===== config.mk =====
export PLATFORM = sky130hd
export DESIGN_NAME = sv39_ptw_top
export DESIGN_NICKNAME = d
export VERILOG_FILES = /design/src/ptw_pkg.sv /design/src/ptw_if.sv /design/src/sv39_ptw_top.sv /design/src/ptw_pte_check.sv /design/src/ptw_walker.sv /design/src/ptw_miss_arbiter.sv
export VERILOG_INCLUDE_DIRS = /design/src /design/src/src
export SDC_FILE = /design/constraint.sdc
export NUM_CORES = 1
export LEC_CHECK = 0
export BUFFER_PORTS_ARGS = -buffer_cell sky130_fd_sc_hd__buf_2
export CAP_MARGIN = 5
export CORE_AREA = 2 2 209 211
export CTS_CLUSTER_DIAMETER = 60
export DETAILED_ROUTE_END_ITERATION = 12
export DIE_AREA = 0 0 211 213
export GPL_TIMING_DRIVEN = 0
export SLEW_MARGIN = 30
export SYNTH_ARGS = -nofsm -noshare
export SYNTH_HDL_FRONTEND = slang
export SYNTH_SLANG_ARGS = --single-unit

===== constraint.sdc =====
create_clock -name clk_i -period 14.05 [get_ports clk_i]
set_clock_uncertainty 0.2 [all_clocks]
set_input_delay 2.81 -clock clk_i [delete_from_list [all_inputs] [get_ports clk_i]]
set_output_delay 2.81 -clock clk_i [all_outputs]
set_load 0.1 [all_outputs]

===== src/ptw_settings.svh =====
// --------------------
// sv39 page-table walker widths
// address, page number and level constants shared by all blocks
// --------------------

`ifndef PTW_SETTINGS_SVH
`define PTW_SETTINGS_SVH

// virtual address width for sv39
`define PTW_VLEN 39

// physical address width
`define PTW_PLEN 56

// physical page number width
`define PTW_PPNW 44

// address space identifier width
`define PTW_ASIDW 16

// one PTE is 8 bytes
`define PTW_PTESIZE_LOG2 3
`define PTW_PTEW 64

// page offset bits and one VPN segment per table level
`define PTW_PGOFFW 12
`define PTW_VPN_SEGW 9
`define PTW_LEVELS 3

`endif

===== src/ptw_pkg.sv =====
// --------------------
// sv39 page-table walker types
// PTE layout, walk level, checker verdict and TLB update record
// --------------------

`include "ptw_settings.svh"

package ptw_pkg;

  // --------------------
  // page table entry
  // --------------------
  // msb first so a raw 64-bit read casts straight onto it
  typedef struct packed {
    logic [9:0]           reserved;
    logic [`PTW_PPNW-1:0] ppn;
    logic [1:0]           rsw;
    logic                 d;
    logic                 a;
    logic                 g;
    logic                 u;
    logic                 x;
    logic                 w;
    logic                 r;
    logic                 v;
  } pte_t;

  // table level being looked up
  // LVL1 maps 1G, LVL2 maps 2M, LVL3 maps 4K
  typedef enum logic [1:0] {
    LVL1,
    LVL2,
    LVL3
  } ptw_lvl_e;

  // --------------------
  // TLB refill record
  // --------------------
  typedef struct packed {
    logic                                      valid;
    logic [`PTW_VLEN-`PTW_PGOFFW-1:0]          vpn;
    logic [`PTW_ASIDW-1:0]                     asid;
    logic                                      is_2m;
    logic                                      is_1g;
    pte_t                                      content;
  } tlb_update_t;

  // outcome of judging one PTE
  typedef enum logic [1:0] {
    NEXT_LEVEL,
    LEAF_OK,
    FAULT
  } pte_verdict_e;

endpackage


===== src/ptw_if.sv =====
// --------------------
// walker internal bundles
// walk request from the miss arbiter and PTE check path
// --------------------

`timescale 1ns/10ps

`include "ptw_settings.svh"

// start is a single-cycle pulse that is only legal while idle is high
interface walk_req_if;
  logic                  start;
  logic                  is_instr;
  logic [`PTW_VLEN-1:0]  vaddr;
  logic [`PTW_ASIDW-1:0] asid;
  logic [`PTW_PPNW-1:0]  root_ppn;
  logic                  is_store;
  // walker ready for a new walk
  logic                  idle;

  modport arbiter (output start, is_instr, vaddr, asid, root_ppn, is_store, input idle);
  modport walker (input start, is_instr, vaddr, asid, root_ppn, is_store, output idle);
endinterface

// walker presents the registered PTE with its walk context
// checker answers combinationally in the same cycle
interface pte_chk_if;
  ptw_pkg::pte_t         pte;
  ptw_pkg::ptw_lvl_e     lvl;
  // high in the one cycle the walker acts on the verdict
  logic                  pte_valid;
  logic                  is_instr;
  logic                  is_store;
  logic [`PTW_VLEN-1:0]  vaddr;
  logic [`PTW_ASIDW-1:0] asid;
  ptw_pkg::pte_verdict_e verdict;
  ptw_pkg::tlb_update_t  update;

  modport walker (output pte, lvl, pte_valid, is_instr, is_store, vaddr, asid,
                  input verdict, update);
  modport check (input pte, lvl, pte_valid, is_instr, is_store, vaddr, asid,
                 output verdict, update);
endinterface


===== src/sv39_ptw_top.sv =====
// --------------------
// sv39 page-table walker top
// miss arbiter, walk FSM and PTE checker with plain ports
// --------------------

`timescale 1ns/10ps

`include "ptw_settings.svh"

module sv39_ptw_top (
  input  logic                  clk_i,
  input  logic                  arst_n_i,
  input  logic                  flush_i,
  // tlb lookups
  input  logic                  itlb_access_i,
  input  logic                  itlb_hit_i,
  input  logic [`PTW_VLEN-1:0]  itlb_vaddr_i,
  input  logic                  dtlb_access_i,
  input  logic                  dtlb_hit_i,
  input  logic [`PTW_VLEN-1:0]  dtlb_vaddr_i,
  input  logic                  lsu_is_store_i,
  // csr context
  input  logic                  en_translation_i,
  input  logic                  en_ld_st_translation_i,
  input  logic [`PTW_ASIDW-1:0] asid_i,
  input  logic [`PTW_PPNW-1:0]  satp_ppn_i,
  output logic                  itlb_miss_o,
  output logic                  dtlb_miss_o,
  // PTE read port
  output logic                  mem_req_o,
  output logic [`PTW_PLEN-1:0]  mem_addr_o,
  input  logic                  mem_gnt_i,
  input  logic                  mem_rvalid_i,
  input  logic [`PTW_PTEW-1:0]  mem_rdata_i,
  // walk status and refills
  output logic                  ptw_active_o,
  output logic                  walking_instr_o,
  output logic                  ptw_error_o,
  output logic [`PTW_VLEN-1:0]  update_vaddr_o,
  output ptw_pkg::tlb_update_t  itlb_update_o,
  output ptw_pkg::tlb_update_t  dtlb_update_o
);

  walk_req_if walk_req ();
  pte_chk_if  pte_chk ();

  ptw_miss_arbiter u_arbiter (
    .clk_i                  (clk_i),
    .arst_n_i               (arst_n_i),
    .itlb_access_i          (itlb_access_i),
    .itlb_hit_i             (itlb_hit_i),
    .itlb_vaddr_i           (itlb_vaddr_i),
    .dtlb_access_i          (dtlb_access_i),
    .dtlb_hit_i             (dtlb_hit_i),
    .dtlb_vaddr_i           (dtlb_vaddr_i),
    .lsu_is_store_i         (lsu_is_store_i),
    .en_translation_i       (en_translation_i),
    .en_ld_st_translation_i (en_ld_st_translation_i),
    .asid_i                 (asid_i),
    .satp_ppn_i             (satp_ppn_i),
    .itlb_miss_o            (itlb_miss_o),
    .dtlb_miss_o            (dtlb_miss_o),
    .req                    (walk_req.arbiter)
  );

  ptw_walker u_walker (
    .clk_i           (clk_i),
    .arst_n_i        (arst_n_i),
    .flush_i         (flush_i),
    .mem_req_o       (mem_req_o),
    .mem_addr_o      (mem_addr_o),
    .mem_gnt_i       (mem_gnt_i),
    .mem_rvalid_i    (mem_rvalid_i),
    .mem_rdata_i     (mem_rdata_i),
    .ptw_active_o    (ptw_active_o),
    .walking_instr_o (walking_instr_o),
    .ptw_error_o     (ptw_error_o),
    .update_vaddr_o  (update_vaddr_o),
    .req             (walk_req.walker),
    .chk             (pte_chk.walker)
  );

  ptw_pte_check u_pte_check (
    .chk (pte_chk.check)
  );

  // one refill record steered to the side that owns the walk
  always_comb begin
    itlb_update_o       = pte_chk.update;
    itlb_update_o.valid = pte_chk.update.valid & pte_chk.is_instr;
    dtlb_update_o       = pte_chk.update;
    dtlb_update_o.valid = pte_chk.update.valid & ~pte_chk.is_instr;
  end

endmodule


===== src/ptw_pte_check.sv =====
// --------------------
// sv39 PTE checker
// classifies a PTE as pointer, good leaf or fault and forms the
// TLB refill record
// --------------------

`timescale 1ns/10ps

module ptw_pte_check (
  pte_chk_if.check chk
);

  logic pte_bad;
  logic is_pointer;
  logic ptr_bad;
  logic perm_bad;
  logic misaligned;

  // --------------------
  // classification
  // --------------------
  // invalid entry, write-only encoding or reserved bits in use
  assign pte_bad = ~chk.pte.v | (chk.pte.w & ~chk.pte.r) | (|chk.pte.reserved);

  // neither readable nor executable means next-level table
  assign is_pointer = ~chk.pte.r & ~chk.pte.x;

  // no table below LVL3, and a/d/u are reserved on pointers
  assign ptr_bad = (chk.lvl == ptw_pkg::LVL3) | chk.pte.a | chk.pte.d | chk.pte.u;

  // leaf permissions
  // accessed bit is software managed, so a clear a always faults
  always_comb begin
    perm_bad = 1'b0;
    if (chk.is_instr) begin
      if (!chk.pte.x || !chk.pte.a) begin
        perm_bad = 1'b1;
      end
    end else begin
      if (!chk.pte.a || (!chk.pte.r && !chk.pte.x)) begin
        perm_bad = 1'b1;
      end
    end
    // stores also need write permission and a set dirty bit
    if (chk.is_store && (!chk.pte.w || !chk.pte.d)) begin
      perm_bad = 1'b1;
    end
  end

  // superpage ppn must be aligned to its own size
  assign misaligned = ((chk.lvl == ptw_pkg::LVL1) && (chk.pte.ppn[17:0] != '0)) ||
                      ((chk.lvl == ptw_pkg::LVL2) && (chk.pte.ppn[8:0] != '0));

  always_comb begin
    if (pte_bad) begin
      chk.verdict = ptw_pkg::FAULT;
    end else if (is_pointer) begin
      chk.verdict = ptr_bad ? ptw_pkg::FAULT : ptw_pkg::NEXT_LEVEL;
    end else if (perm_bad || misaligned) begin
      chk.verdict = ptw_pkg::FAULT;
    end else begin
      chk.verdict = ptw_pkg::LEAF_OK;
    end
  end

  // --------------------
  // TLB refill record
  // --------------------
  always_comb begin
    // valid only in the walker's judging cycle
    chk.update.valid   = chk.pte_valid & (chk.verdict == ptw_pkg::LEAF_OK);
    chk.update.vpn     = chk.vaddr[38:12];
    chk.update.asid    = chk.asid;
    chk.update.is_1g   = (chk.lvl == ptw_pkg::LVL1);
    chk.update.is_2m   = (chk.lvl == ptw_pkg::LVL2);
    // content is the PTE as read
    chk.update.content = chk.pte;
  end

endmodule


===== src/ptw_walker.sv =====
// --------------------
// sv39 walk FSM
// drives the PTE read port, registers the response and follows
// the checker verdict through up to three levels
// --------------------

`timescale 1ns/10ps

`include "ptw_settings.svh"

module ptw_walker (
  input  logic                 clk_i,
  input  logic                 arst_n_i,
  input  logic                 flush_i,
  // PTE read port
  output logic                 mem_req_o,
  output logic [`PTW_PLEN-1:0] mem_addr_o,
  input  logic                 mem_gnt_i,
  input  logic                 mem_rvalid_i,
  input  logic [`PTW_PTEW-1:0] mem_rdata_i,
  // status
  output logic                 ptw_active_o,
  output logic                 walking_instr_o,
  output logic                 ptw_error_o,
  output logic [`PTW_VLEN-1:0] update_vaddr_o,
  walk_req_if.walker           req,
  pte_chk_if.walker            chk
);

  typedef enum logic [2:0] {
    IDLE,
    WAIT_GRANT,
    PTE_LOOKUP,
    PROPAGATE_ERROR,
    WAIT_RVALID
  } state_e;

  state_e                state_q, state_d;
  ptw_pkg::ptw_lvl_e     lvl_q, lvl_d;
  ptw_pkg::ptw_lvl_e     lvl_nxt;
  logic                  is_instr_q, is_instr_d;
  logic                  is_store_q, is_store_d;
  logic [`PTW_VLEN-1:0]  vaddr_q, vaddr_d;
  logic [`PTW_ASIDW-1:0] asid_q, asid_d;
  // byte address of the PTE being fetched
  logic [`PTW_PLEN-1:0]  pptr_q, pptr_d;
  // response buffer stage
  logic                  rvalid_q;
  ptw_pkg::pte_t         rdata_q;

  // vpn segment indexing the table at a given level
  function automatic logic [`PTW_VPN_SEGW-1:0] vpn_seg(
    input logic [`PTW_VLEN-1:0] va,
    input ptw_pkg::ptw_lvl_e    lvl
  );
    int lsb;
    lsb = `PTW_PGOFFW + `PTW_VPN_SEGW * (`PTW_LEVELS - 1 - int'(lvl));
    return va[lsb +: `PTW_VPN_SEGW];
  endfunction

  // --------------------
  // outputs
  // --------------------
  assign mem_req_o       = (state_q == WAIT_GRANT);
  assign mem_addr_o      = pptr_q;
  assign ptw_active_o    = (state_q != IDLE);
  assign walking_instr_o = is_instr_q;
  assign ptw_error_o     = (state_q == PROPAGATE_ERROR);
  assign update_vaddr_o  = vaddr_q;
  // no new walk is accepted while a flush is on
  assign req.idle        = (state_q == IDLE) & ~flush_i;

  // checker sees the buffered PTE with the walk context
  assign chk.pte       = rdata_q;
  assign chk.lvl       = lvl_q;
  assign chk.is_instr  = is_instr_q;
  assign chk.is_store  = is_store_q;
  assign chk.vaddr     = vaddr_q;
  assign chk.asid      = asid_q;
  // judging cycle, a flush suppresses any update
  assign chk.pte_valid = (state_q == PTE_LOOKUP) & rvalid_q & ~flush_i;

  // pointers only ever step one level down
  assign lvl_nxt = (lvl_q == ptw_pkg::LVL1) ? ptw_pkg::LVL2 : ptw_pkg::LVL3;

  // --------------------
  // next state
  // --------------------
  always_comb begin
    state_d    = state_q;
    lvl_d      = lvl_q;
    is_instr_d = is_instr_q;
    is_store_d = is_store_q;
    vaddr_d    = vaddr_q;
    asid_d     = asid_q;
    pptr_d     = pptr_q;

    case (state_q)
      IDLE: begin
        // capture the whole request in the start cycle
        if (req.start) begin
          state_d    = WAIT_GRANT;
          lvl_d      = ptw_pkg::LVL1;
          is_instr_d = req.is_instr;
          is_store_d = req.is_store;
          vaddr_d    = req.vaddr;
          asid_d     = req.asid;
          pptr_d     = {req.root_ppn, vpn_seg(req.vaddr, ptw_pkg::LVL1),
                        {`PTW_PTESIZE_LOG2{1'b0}}};
        end
      end
      WAIT_GRANT: begin
        // request and address hold until granted
        if (mem_gnt_i) begin
          state_d = PTE_LOOKUP;
        end
      end
      PTE_LOOKUP: begin
        // buffered response is judged here
        if (rvalid_q) begin
          case (chk.verdict)
            ptw_pkg::NEXT_LEVEL: begin
              state_d = WAIT_GRANT;
              lvl_d   = lvl_nxt;
              pptr_d  = {rdata_q.ppn, vpn_seg(vaddr_q, lvl_nxt),
                         {`PTW_PTESIZE_LOG2{1'b0}}};
            end
            // checker already raised the update this cycle
            ptw_pkg::LEAF_OK: state_d = IDLE;
            default: state_d = PROPAGATE_ERROR;
          endcase
        end
      end
      // error pulse is this single cycle
      PROPAGATE_ERROR: state_d = IDLE;
      // swallow the response of an aborted walk
      WAIT_RVALID: begin
        if (rvalid_q) begin
          state_d = IDLE;
        end
      end
      default: state_d = IDLE;
    endcase

    // --------------------
    // flush
    // --------------------
    // a granted request still owes its response, so drain it first
    if (flush_i) begin
      if ((state_q == WAIT_GRANT && mem_gnt_i) ||
          (state_q == PTE_LOOKUP && !rvalid_q) ||
          (state_q == WAIT_RVALID && !rvalid_q)) begin
        state_d = WAIT_RVALID;
      end else begin
        state_d = IDLE;
      end
    end
  end

  // control flops
  always_ff @(posedge clk_i or negedge arst_n_i) begin
    if (!arst_n_i) begin
      state_q    <= IDLE;
      lvl_q      <= ptw_pkg::LVL1;
      is_instr_q <= 1'b0;
      rvalid_q   <= 1'b0;
    end else begin
      state_q    <= state_d;
      lvl_q      <= lvl_d;
      is_instr_q <= is_instr_d;
      rvalid_q   <= mem_rvalid_i;
    end
  end

  // walk context and response payload
  always_ff @(posedge clk_i) begin
    is_store_q <= is_store_d;
    vaddr_q    <= vaddr_d;
    asid_q     <= asid_d;
    pptr_q     <= pptr_d;
    if (mem_rvalid_i) begin
      rdata_q <= ptw_pkg::pte_t'(mem_rdata_i);
    end
  end

  // --------------------
  // assertions
  // --------------------
  // address may not move while the port waits for a grant
  a_addr_stable: assert property (
    @(posedge clk_i) disable iff (!arst_n_i)
    mem_req_o && !mem_gnt_i |=> $stable(mem_addr_o)
  );

  // checker never asks for a level below LVL3
  a_no_level_past_lvl3: assert property (
    @(posedge clk_i) disable iff (!arst_n_i)
    (state_q == PTE_LOOKUP && rvalid_q && lvl_q == ptw_pkg::LVL3)
      |-> chk.verdict != ptw_pkg::NEXT_LEVEL
  );

endmodule


===== src/ptw_miss_arbiter.sv =====
// --------------------
// TLB miss arbiter
// picks the itlb or dtlb miss and issues the walk request
// --------------------

`timescale 1ns/10ps

`include "ptw_settings.svh"

module ptw_miss_arbiter (
  input  logic                  clk_i,
  input  logic                  arst_n_i,
  // instruction side lookup
  input  logic                  itlb_access_i,
  input  logic                  itlb_hit_i,
  input  logic [`PTW_VLEN-1:0]  itlb_vaddr_i,
  // data side lookup
  input  logic                  dtlb_access_i,
  input  logic                  dtlb_hit_i,
  input  logic [`PTW_VLEN-1:0]  dtlb_vaddr_i,
  input  logic                  lsu_is_store_i,
  // csr context
  input  logic                  en_translation_i,
  input  logic                  en_ld_st_translation_i,
  input  logic [`PTW_ASIDW-1:0] asid_i,
  input  logic [`PTW_PPNW-1:0]  satp_ppn_i,
  // performance counter pulses
  output logic                  itlb_miss_o,
  output logic                  dtlb_miss_o,
  walk_req_if.arbiter           req
);

  logic dtlb_miss_raw;
  logic itlb_miss_raw;

  // --------------------
  // miss detection
  // --------------------
  // a translated lookup that missed
  assign dtlb_miss_raw = en_ld_st_translation_i & dtlb_access_i & ~dtlb_hit_i;
  // instruction side yields whenever the lsu is using the dtlb
  assign itlb_miss_raw = en_translation_i & itlb_access_i & ~itlb_hit_i & ~dtlb_access_i;

  // misses only count when the walker can take them
  assign dtlb_miss_o = req.idle & dtlb_miss_raw;
  assign itlb_miss_o = req.idle & itlb_miss_raw;

  // --------------------
  // walk request
  // --------------------
  assign req.start    = itlb_miss_o | dtlb_miss_o;
  assign req.is_instr = ~dtlb_miss_raw;
  assign req.vaddr    = dtlb_miss_raw ? dtlb_vaddr_i : itlb_vaddr_i;
  // stores only come from the lsu
  assign req.is_store = dtlb_miss_raw & lsu_is_store_i;
  assign req.asid     = asid_i;
  // walk always starts at the satp root table
  assign req.root_ppn = satp_ppn_i;

  // the walker leaves idle on the clock after it takes a start
  a_start_accepted: assert property (
    @(posedge clk_i) disable iff (!arst_n_i)
    req.start |=> !req.idle
  );

endmodule


==> impl_metrics.yaml, run 1 <==
placed_design:
  gp_congestion: 0.817
  dp.final_hpwl_mm: 23.2
  pre_cts_slack_ns: 5.96
  io_buffers: 531
  postPlaceCellArea_sq_um: 11500
drt:
  dr_wl_met2_mm: 14.4
  drt-met1-wl_mm: 12.2
  routed.top_layer: "met5"
  vias: 6240
  wl_mm: 29.0
  wl_per_cell_um: 17.6
  wl_met3_mm: 1.88
  drc: 0
  dr.pass1.iters: 4
  viasPerCell: 3.80
  antenna_left: 0
  drtIter0Drc: 285
clock_network:
  cts_root_buf: "clkbuf_16"
  cts_buffer_depth: 2
  cts_made_buffers: 17
  holdBufCountCts: 0
  cts_sinks: 180
  htreeDepth: 4
  cts_tree: "built"
  cts_setup_buffers: 0
  clock_latency_ns: 0.48
  clkTransAtPathRegs_ns: 0.07
  cts-resized-gates: 0
cells_and_area:
  drive_above_1_share_pct: 74.0
  n_antenna_cell: 0
  nNetsFinal: 1297
  register_area_sq_um: 5370
  fill_cells: 4427
  final_util_pct: 28.4
  multi_input_area_sq_um: 1550
  syn_to_final_growth_pct: 51.5
  final_area_sq_um: 12100
floorplanning:
  die_h_um: 213
  initial_utilization_pct: 18.8
  fp.coreArea_sq_um: 42700
  die_w_um: 211
  rows: 76
  ios: 535
  die-area_sq_um: 44900
timing:
  tightest_slew_ns: 0.771
  hold_violations: 0
  fmax_mhz: 126
  setup-violations-final: 0
  min_period_ns: 7.95
  rsz0062_at_grt: "no"
  layout_setup_ws_ns: 6.10
  setup-tns-final_ns: 0
  relSlewSlack_pct: 48.6
  whs_ns: 0.405
  fin_crit_sh_pct: 56.6
  finalMaxSlewViolations: 0
pwr:
  vdd_drop_max_mv: 0.102
  switching_share_pct: 40.9
  seq_power_share_pct: 38.0
  clock_power_share_pct: 29.5
  p_sw_mw: 0.700
  p_int_mw: 1.01
  pwr-share-comb_pct: 32.5
  powerDensity_nw_per_um2: 141
  power_leakage_nw: 5.44
grt:
  grt_use_total_pct: 12.3
  grt_remaining_overflow: 0
  first_global_vias: 5951
  grt_pass1_wl_mm: 38.7
  grt_max_degree: 36
  antenna_found_initial: 2
worst_setup_path:
  crit_path_end_kind: "output port"
  crit_fanout: 10
  critPathKind: "in2out"
  crit_arrival_ns: 4.94
  start_kind: "primary input"
  required_ns: 11.04
synth:
  synthArstFlopShare_pct: 3.89
  synth_warnings: 0
  syn_area_sq_um: 8010
  synth_edf_count: 173
  yosysTopAreaCellShare_pct: 64.8
  yosys.area.top_type: "edfxtp_1"
  syn_inst: 524
  synth_most_common_cell: "edfxtp_1"
  yosysSeqAreaShare_pct: 67.0
  synth-seq-cells: 180
  synth_common_cells: "173 x edfxtp_1, 139 x buf_4, 83 x mux2_2, 24 x nand2_1, 23 x nor2_1"
  ys_types: 39
  syn_avg_cell_area_sq_um: 15.3
  synthTopCellsByArea: "edfxtp_1 65%, buf_4 13%, mux2_2 12%"
  synth_ff_type: "edfxtp_1"
status:
  outcome: "finished, final reports clean"
flow_run:
  cap_violations: 0
hold_path:
  hold_path_class: "reg2reg"
layout by cell type (no fill, tap or decap), types with 2 or more instances in the layout:
master	count
clkbuf_1	6
nor4_2	3
edfxtp_1	173
nor4_1	2
mux2_2	83
nor2b_1	4
clkbuf_16	17
conb_1	3
nor2_1	23
buf_16	4
nand2_1	24
inv_6	2
and2_1	2
bufinv_16	3
a21oi_1	3
a21oi_4	2
clkinv_2	2
nor3_1	3
dfrtp_1	7
a31oi_1	13
inv_1	4
buf_8	2
or4_4	2
clkinv_4	3
buf_2	541
o31ai_1	2
buf_4	140
area by class of cell:
type,instances,share of cell area (%)
well taps,546,5.63
repair buffers,538,23.2
flip-flops and latches,180,44.3
multi-input cells,188,12.7
plain buffers,154,9.18
clock inverters,12,1.28
clock buffers,19,3.57
inverters,4,0.124
cells by family (layout without fill, tap and decap cells):
group | count (synthesis) | after routing | synth area share, %
mux | 83 | 83 | 11.7
flops | 180 | 180 | 67.0
compound gates | 27 | 27 | 2.34
buf+inv | 158 | 727 | 14.1
simple gates | 75 | 75 | 4.83
other cells | 1 | 3 | 0.0468
power by group through the flow:
stage / registers (mW) / logic (mW) / clock network [mW]
3_3_place_gp: 0.665 / 0.550 / 0
4_1_cts: 0.651 / 0.561 / 0.530
6_report: 0.651 / 0.557 / 0.505
5_1_grt: 0.655 / 0.574 / 0.543
3_5_place_dp: 0.663 / 0.560 / 0
2_1_floorplan: 0.856 / 0.249 / 0
flip-flops by register name, indices dropped and copies added (netlist names):
| register | cells |
|---|---|
| u_walker.chk.asid | 16 |
| u_walker.chk.is_instr | 1 |
| u_walker.state_q | 3 |
| u_walker.chk.lvl | 2 |
| u_walker.chk.is_store | 1 |
| u_walker.chk.pte | 64 |
| u_walker.mem_addr_o | 53 |
| u_walker.rvalid_q | 1 |
| u_walker.chk.vaddr | 39 |
layer usage:
metal  global-route usage, %  up-vias
met1                    15.5     3049
met4                    4.78        4
met5                       0        -
met3                    3.87       28
met2                    19.8      266
li1                        -     2893
stage by stage:
stage,cells,total power [mW]
final,1641,1.71
after global routing,1641,1.77
after CTS,1641,1.74
after detailed placement,1610,1.22
after global placement,1603,1.21
after floorplan,526,1.11
critical path: stages:
cell	delay [ns]
buf_2	0.09
nand3b_1	0.53
buf_2	0.40
buf_2	0.26
nor2_1	0.33
buf_2	0.50
path summary, 6_finish.rpt:
check / from / endpoint / slack [ns] / depth (start not counted)
setup / recovery: dtlb_hit_i / dtlb_miss_o / 6.10 / 6
hold / removal: u_walker.chk.is_instr / u_walker.chk.is_instr / 0.41 / 2
setup reg to reg: u_walker.state_q[2] / u_walker.mem_addr_o[15] / 10.84 / 7
hold reg to reg: u_walker.chk.is_instr / u_walker.chk.is_instr / 0.41 / 2
max in group asynchronous: arst_n_i / u_walker.chk.is_instr / 11.49 / 1
min in group asynchronous: arst_n_i / u_walker.state_q[0] / 1.97 / 1
Power figures use the tool's default switching activity.
==> inputs of run 2 (changes only) <==
- CORE_AREA: 2 2 209 211 -> 2 2 211 213
- DIE_AREA: 0 0 211 213 -> 0 0 213 215
- clock period: 14.05 -> 6.5 ns (I/O delays scaled with it)
==> run 2 against run 1 <==
Against the previous run:
- global-route usage increased by 0.35 points
- sequential power increased by 120%
- largest power group unchanged
- critical path depth unchanged
==> impl_metrics.yaml, run 2 (synthesis gave the netlist of run 1 again) <==
status:
  outcome: "finished, final reports clean"
clock_network:
  cts_made_buffers: 17
  cts-resized-gates: 0
  htreeDepth: 4
  clock_latency_ns: 0.49
  cts_root_buf: "clkbuf_16"
  cts_buffer_depth: 2
  holdBufCountCts: 0
  cts_setup_buffers: 0
  cts_sinks: 180
  cts_tree: "built"
  clkTransAtPathRegs_ns: 0.07
pwr:
  vdd_drop_max_mv: 0.161
  powerDensity_nw_per_um2: 299
  power_leakage_nw: 5.41
  p_total_mw: 3.64
hold_path:
  hp-start: "u_walker.chk.pte[44]"
  hold_path_class: "reg2reg"
  hold_end: "u_walker.mem_addr_o[46]"
  hold_depth: 1
flow_run:
  cap_violations: 0
grt:
  grt_use_total_pct: 12.7
  grtUsageMet2_pct: 20.2
  first_global_vias: 6173
  antenna_found_initial: 4
  grt_use_met1_pct: 16.0
  grt_max_degree: 37
  grt_remaining_overflow: 0
  grt_pass1_wl_mm: 40.8
  top_usage_layer: "met2"
  grtUsageMet3_pct: 3.71
cells_and_area:
  drive_above_1_share_pct: 73.9
  finalNonFillerCells: 1689
  nNetsFinal: 1297
  largest_reg_flops: 64
  final_common_cell: "buf_2"
  fill_cells: 4517
  final_cell_mix: "541 x buf_2, 173 x edfxtp_1, 140 x buf_4"
  final_util_pct: 27.8
  syn_to_final_growth_pct: 51.6
  final_area_sq_um: 12100
timing:
  hold_violations: 0
  setup-violations-final: 0
  relSlewSlack_pct: 38.4
  rsz0062_at_grt: "no"
  tightest_slew_ns: 0.916
  fin_crit_sh_pct: 74.9
  min_period_ns: 4.87
  finalMaxSlewViolations: 0
  fmax_mhz: 205
floorplanning:
  die_h_um: 215
  die_w_um: 213
  initial_utilization_pct: 18.4
  ios: 535
  die-area_sq_um: 45800
  rows: 77
  fp.coreArea_sq_um: 43600
drt:
  drtIter0Drc: 380
  viasPerCell: 3.66
  wl_per_cell_um: 17.3
  wl_mm: 29.3
  drc: 0
  antenna_left: 0
  vias: 6190
  dr.pass1.iters: 4
placed_design:
  dp.final_hpwl_mm: 23.2
  io_buffers: 531
  dp_cells: 1656
  gp_congestion: 0.891
  postPlaceCellArea_sq_um: 11600
worst_setup_path:
  crit_path_end_kind: "output port"
  r2r_start: "u_walker.chk.pte[61]"
  r2r_end: "u_walker.mem_addr_o[50]"
  crit_fanout: 4
  critPathKind: "reg2out"
  worst-r2r-setup-slack_ns: 3.36
  crit_arrival_ns: 3.37
  required_ns: 5.00
  start_kind: "flip-flop"
  r2r_cells: 6
-- run 2: area by class of cell --
type                       instances  area [sq um]  area share (%)
clock inverter                    11           103           0.845
buffer                           154          1110            9.17
multi-input combinational        188          1540            12.7
clock buffer                      21           450            3.71
antenna                            1          2.50          0.0206
tap                              592           741            6.10
inverter                           4          15.0           0.124
sequential                       180          5370            44.2
timing repair buffer             538          2810            23.1
-- run 2: how the worst max path moves through the flow --
stage | cells past startpoint | slack [ns] | startpoint | endpoint
detailed placement | 6 | 1.80 | dtlb_hit_i | dtlb_miss_o
finish | 6 | 1.63 | u_walker.chk.pte[11] | dtlb_update_o[109]
floorplan | 4 | 0.79 | flush_i | u_walker.mem_addr_o[10]
global route | 6 | 1.47 | u_walker.chk.pte[11] | dtlb_update_o[109]
CTS | 6 | 1.60 | u_walker.chk.pte[11] | dtlb_update_o[109]
global placement | 5 | -1.75 | dtlb_hit_i | u_walker.mem_addr_o[50]
-- run 2: report_power, final --
| part | internal (mW) | leakage [nW] | total [mW] | switching, mW |
|---|---|---|---|---|
| Clock | 0.539 | 0.264 | 1.03 | 0.488 |
| Combinational | 0.232 | 3.44 | 1.20 | 0.965 |
| Sequential | 1.35 | 1.71 | 1.41 | 0.0586 |
-- run 2: worst max-delay path, stage by stage (launching register included) --
cell and delay, ns:
edfxtp_1 0.48, nor3_1 0.50, a31oi_1 0.27, nor4_1 0.80
nand2_1 0.25, nor2_1 0.14, buf_2 0.44
-- run 2: metal layers --
| metal | wire length [um] | part of all wire (%) |
|---|---|---|
| met4 | 478 | 1.6 |
| met3 | 1820 | 6.2 |
| met2 | 14500 | 49 |
| met5 | 38 | 0.13 |
| met1 | 12500 | 43 |
-- run 2: stage by stage --
stage | hold WS, ns | setup slack (ns) | TNS [ns]
2_1_floorplan | 0.331 | 0.789 | 0
3_3_place_gp | 0.387 | -1.75 | -92.43
3_5_place_dp | 0.401 | 1.80 | 0
4_1_cts | 0.391 | 1.60 | 0
5_1_grt | 0.408 | 1.47 | 0
6_report | 0.417 | 1.63 | 0
==> inputs of run 3 (changes only) <==
- CORE_AREA: 2 2 211 213 -> 2 2 206 208
- DIE_AREA: 0 0 213 215 -> 0 0 208 210
- clock period: 6.5 -> 5 ns (I/O delays scaled with it)
==> run 3 against run 2 <==
Against the previous run:
- critical path depth decreased by 1
- non-clock buffer count increased by 1
- final area increased by 0.12%
- routed wire length decreased by 3.1%
- clock-buffer cell count decreased by 4
- global-route usage decreased by 0.15 points
- sequential cell count unchanged
- critical path type unchanged
- via count about the same
==> impl_metrics.yaml, run 3 (synthesis gave the netlist of run 1 again) <==
timing:
  min_period_ns: 4.32
  rsz0062_at_grt: "no"
  relSlewSlack_pct: 50.4
  whs_ns: 0.166
  fmax_mhz: 232
  fin_crit_sh_pct: 86.4
  setup-tns-final_ns: 0
  tightest_slew_ns: 0.740
  setup-violations-final: 0
  hold_violations: 0
  finalMaxSlewViolations: 0
clock_network:
  cts-resized-gates: 0
  clock_latency_ns: 0.47
  cts_buffer_depth: 2
  cts_setup_buffers: 0
  cts_sinks: 180
  htreeDepth: 4
  clkTransAtPathRegs_ns: 0.08
  cts_tree: "built"
  holdBufCountCts: 0
  cts_made_buffers: 17
  cts_root_buf: "clkbuf_16"
hold_path:
  hold_path_class: "in2async"
cells_and_area:
  final_util_pct: 29.3
  final_cell_mix: "541 x buf_2, 173 x edfxtp_1, 140 x buf_4"
  largest_reg_flops: 64
  final_common_cell: "buf_2"
  drive_above_1_share_pct: 74.2
  syn_to_final_growth_pct: 51.7
  nNetsFinal: 1298
pwr:
  power_leakage_nw: 5.45
  clock_power_share_pct: 28.5
  p_sw_mw: 1.98
  vdd_drop_max_mv: 0.257
  pwr-share-comb_pct: 32.9
  switching_share_pct: 41.8
  powerDensity_nw_per_um2: 391
  seq_power_share_pct: 38.6
  p_int_mw: 2.76
floorplanning:
  die_w_um: 208
  initial_utilization_pct: 19.3
  die-area_sq_um: 43700
  die_h_um: 210
  ios: 535
  fp.coreArea_sq_um: 41500
  rows: 75
grt:
  antenna_found_initial: 2
  grt_max_degree: 34
  top_usage_layer: "met2"
  grt_remaining_overflow: 0
  grtUsageMet2_pct: 19.8
  grt_use_total_pct: 12.5
  grtUsageMet3_pct: 3.52
  grt_use_met1_pct: 16.3
  first_global_vias: 6012
  grt_pass1_wl_mm: 39.2
worst_setup_path:
  crit_arrival_ns: 3.12
  start_kind: "flip-flop"
  worst_path_max_delay_cell: "nor4_2"
  slowest_delay_ns: 0.63
  critPathTopFamily: "simple AND/OR/NAND/NOR gates"
  crit_path_end_kind: "output port"
  worstPathCellList: "nor4_1 -> a31oi_1 -> nor4_2 -> and3_1 -> buf_2"
  required_ns: 3.80
  path_buf_inv: 1
  crit_fanout: 4
  critPathKind: "reg2out"
flow_run:
  cap_violations: 0
drt:
  wl_mm: 28.4
  drc: 0
  drtIter0Drc: 384
  vias: 6184
  viasPerCell: 3.78
  dr.pass1.iters: 5
  antenna_left: 0
  wl_per_cell_um: 17.3
placed_design:
  gp_congestion: 0.881
  dp.final_hpwl_mm: 22.8
  io_buffers: 531
status:
  outcome: "finished, final reports clean"
-- run 3: final cells by class --
| cell class | count | area, sq um |
|---|---|---|
| Fill cell | 4299 | 29300 |
| Sequential cell | 180 | 5370 |
| Timing Repair Buffer | 539 | 2860 |
| Multi-Input combinational cell | 188 | 1550 |
| Buffer | 154 | 1110 |
| Tap cell | 539 | 674 |
| Clock buffer | 17 | 425 |
| Clock inverter | 15 | 150 |
| Inverter | 4 | 15.0 |
| Antenna cell | 1 | 2.50 |
-- run 3: metrics by stage --
step | total power [mW] | area (sq um) | setup slack (ns) | instances
floorplan | 3.10 | 8030 | 0.227 | 526
global placement | 3.41 | 11400 | -2.04 | 1596
detailed placement | 3.44 | 11600 | 0.720 | 1604
CTS | 4.82 | 12100 | 0.168 | 1636
global route | 4.92 | 12200 | 0.415 | 1637
finish | 4.75 | 12200 | 0.680 | 1637
-- run 3: power groups by stage --
stage	clock network [mW]	registers [mW]	logic [mW]
final	1.36	1.83	1.56
after global routing	1.47	1.84	1.61
after CTS	1.41	1.83	1.57
after detailed placement	0	1.87	1.57
after global placement	0	1.87	1.54
after floorplan	0	2.40	0.702
-- run 3: worst paths after layout --
| path | slack (ns) | end | startpoint | cells after the start |
|---|---|---|---|---|
| worst min register to register | 0.41 | u_walker.chk.is_instr | u_walker.chk.is_instr | 2 |
| max in group asynchronous | 4.25 | u_walker.chk.lvl[0] | arst_n_i | 1 |
| worst max-delay path | 0.68 | itlb_update_o[109] | u_walker.chk.pte[16] | 5 |
| worst min-delay path | 0.17 | u_walker.chk.lvl[1] | arst_n_i | 1 |
| min in group clk_i | 0.41 | u_walker.chk.is_instr | u_walker.chk.is_instr | 2 |
| worst max register to register | 1.99 | u_walker.mem_addr_o[14] | u_walker.state_q[2] | 6 |
-- run 3: metal layers --
layer  share of wire (%)  routed length (um)
met1                  43               12200
met2                  50               14100
met3                 5.8                1650
met4                 1.6                 451
met5               0.039                  11
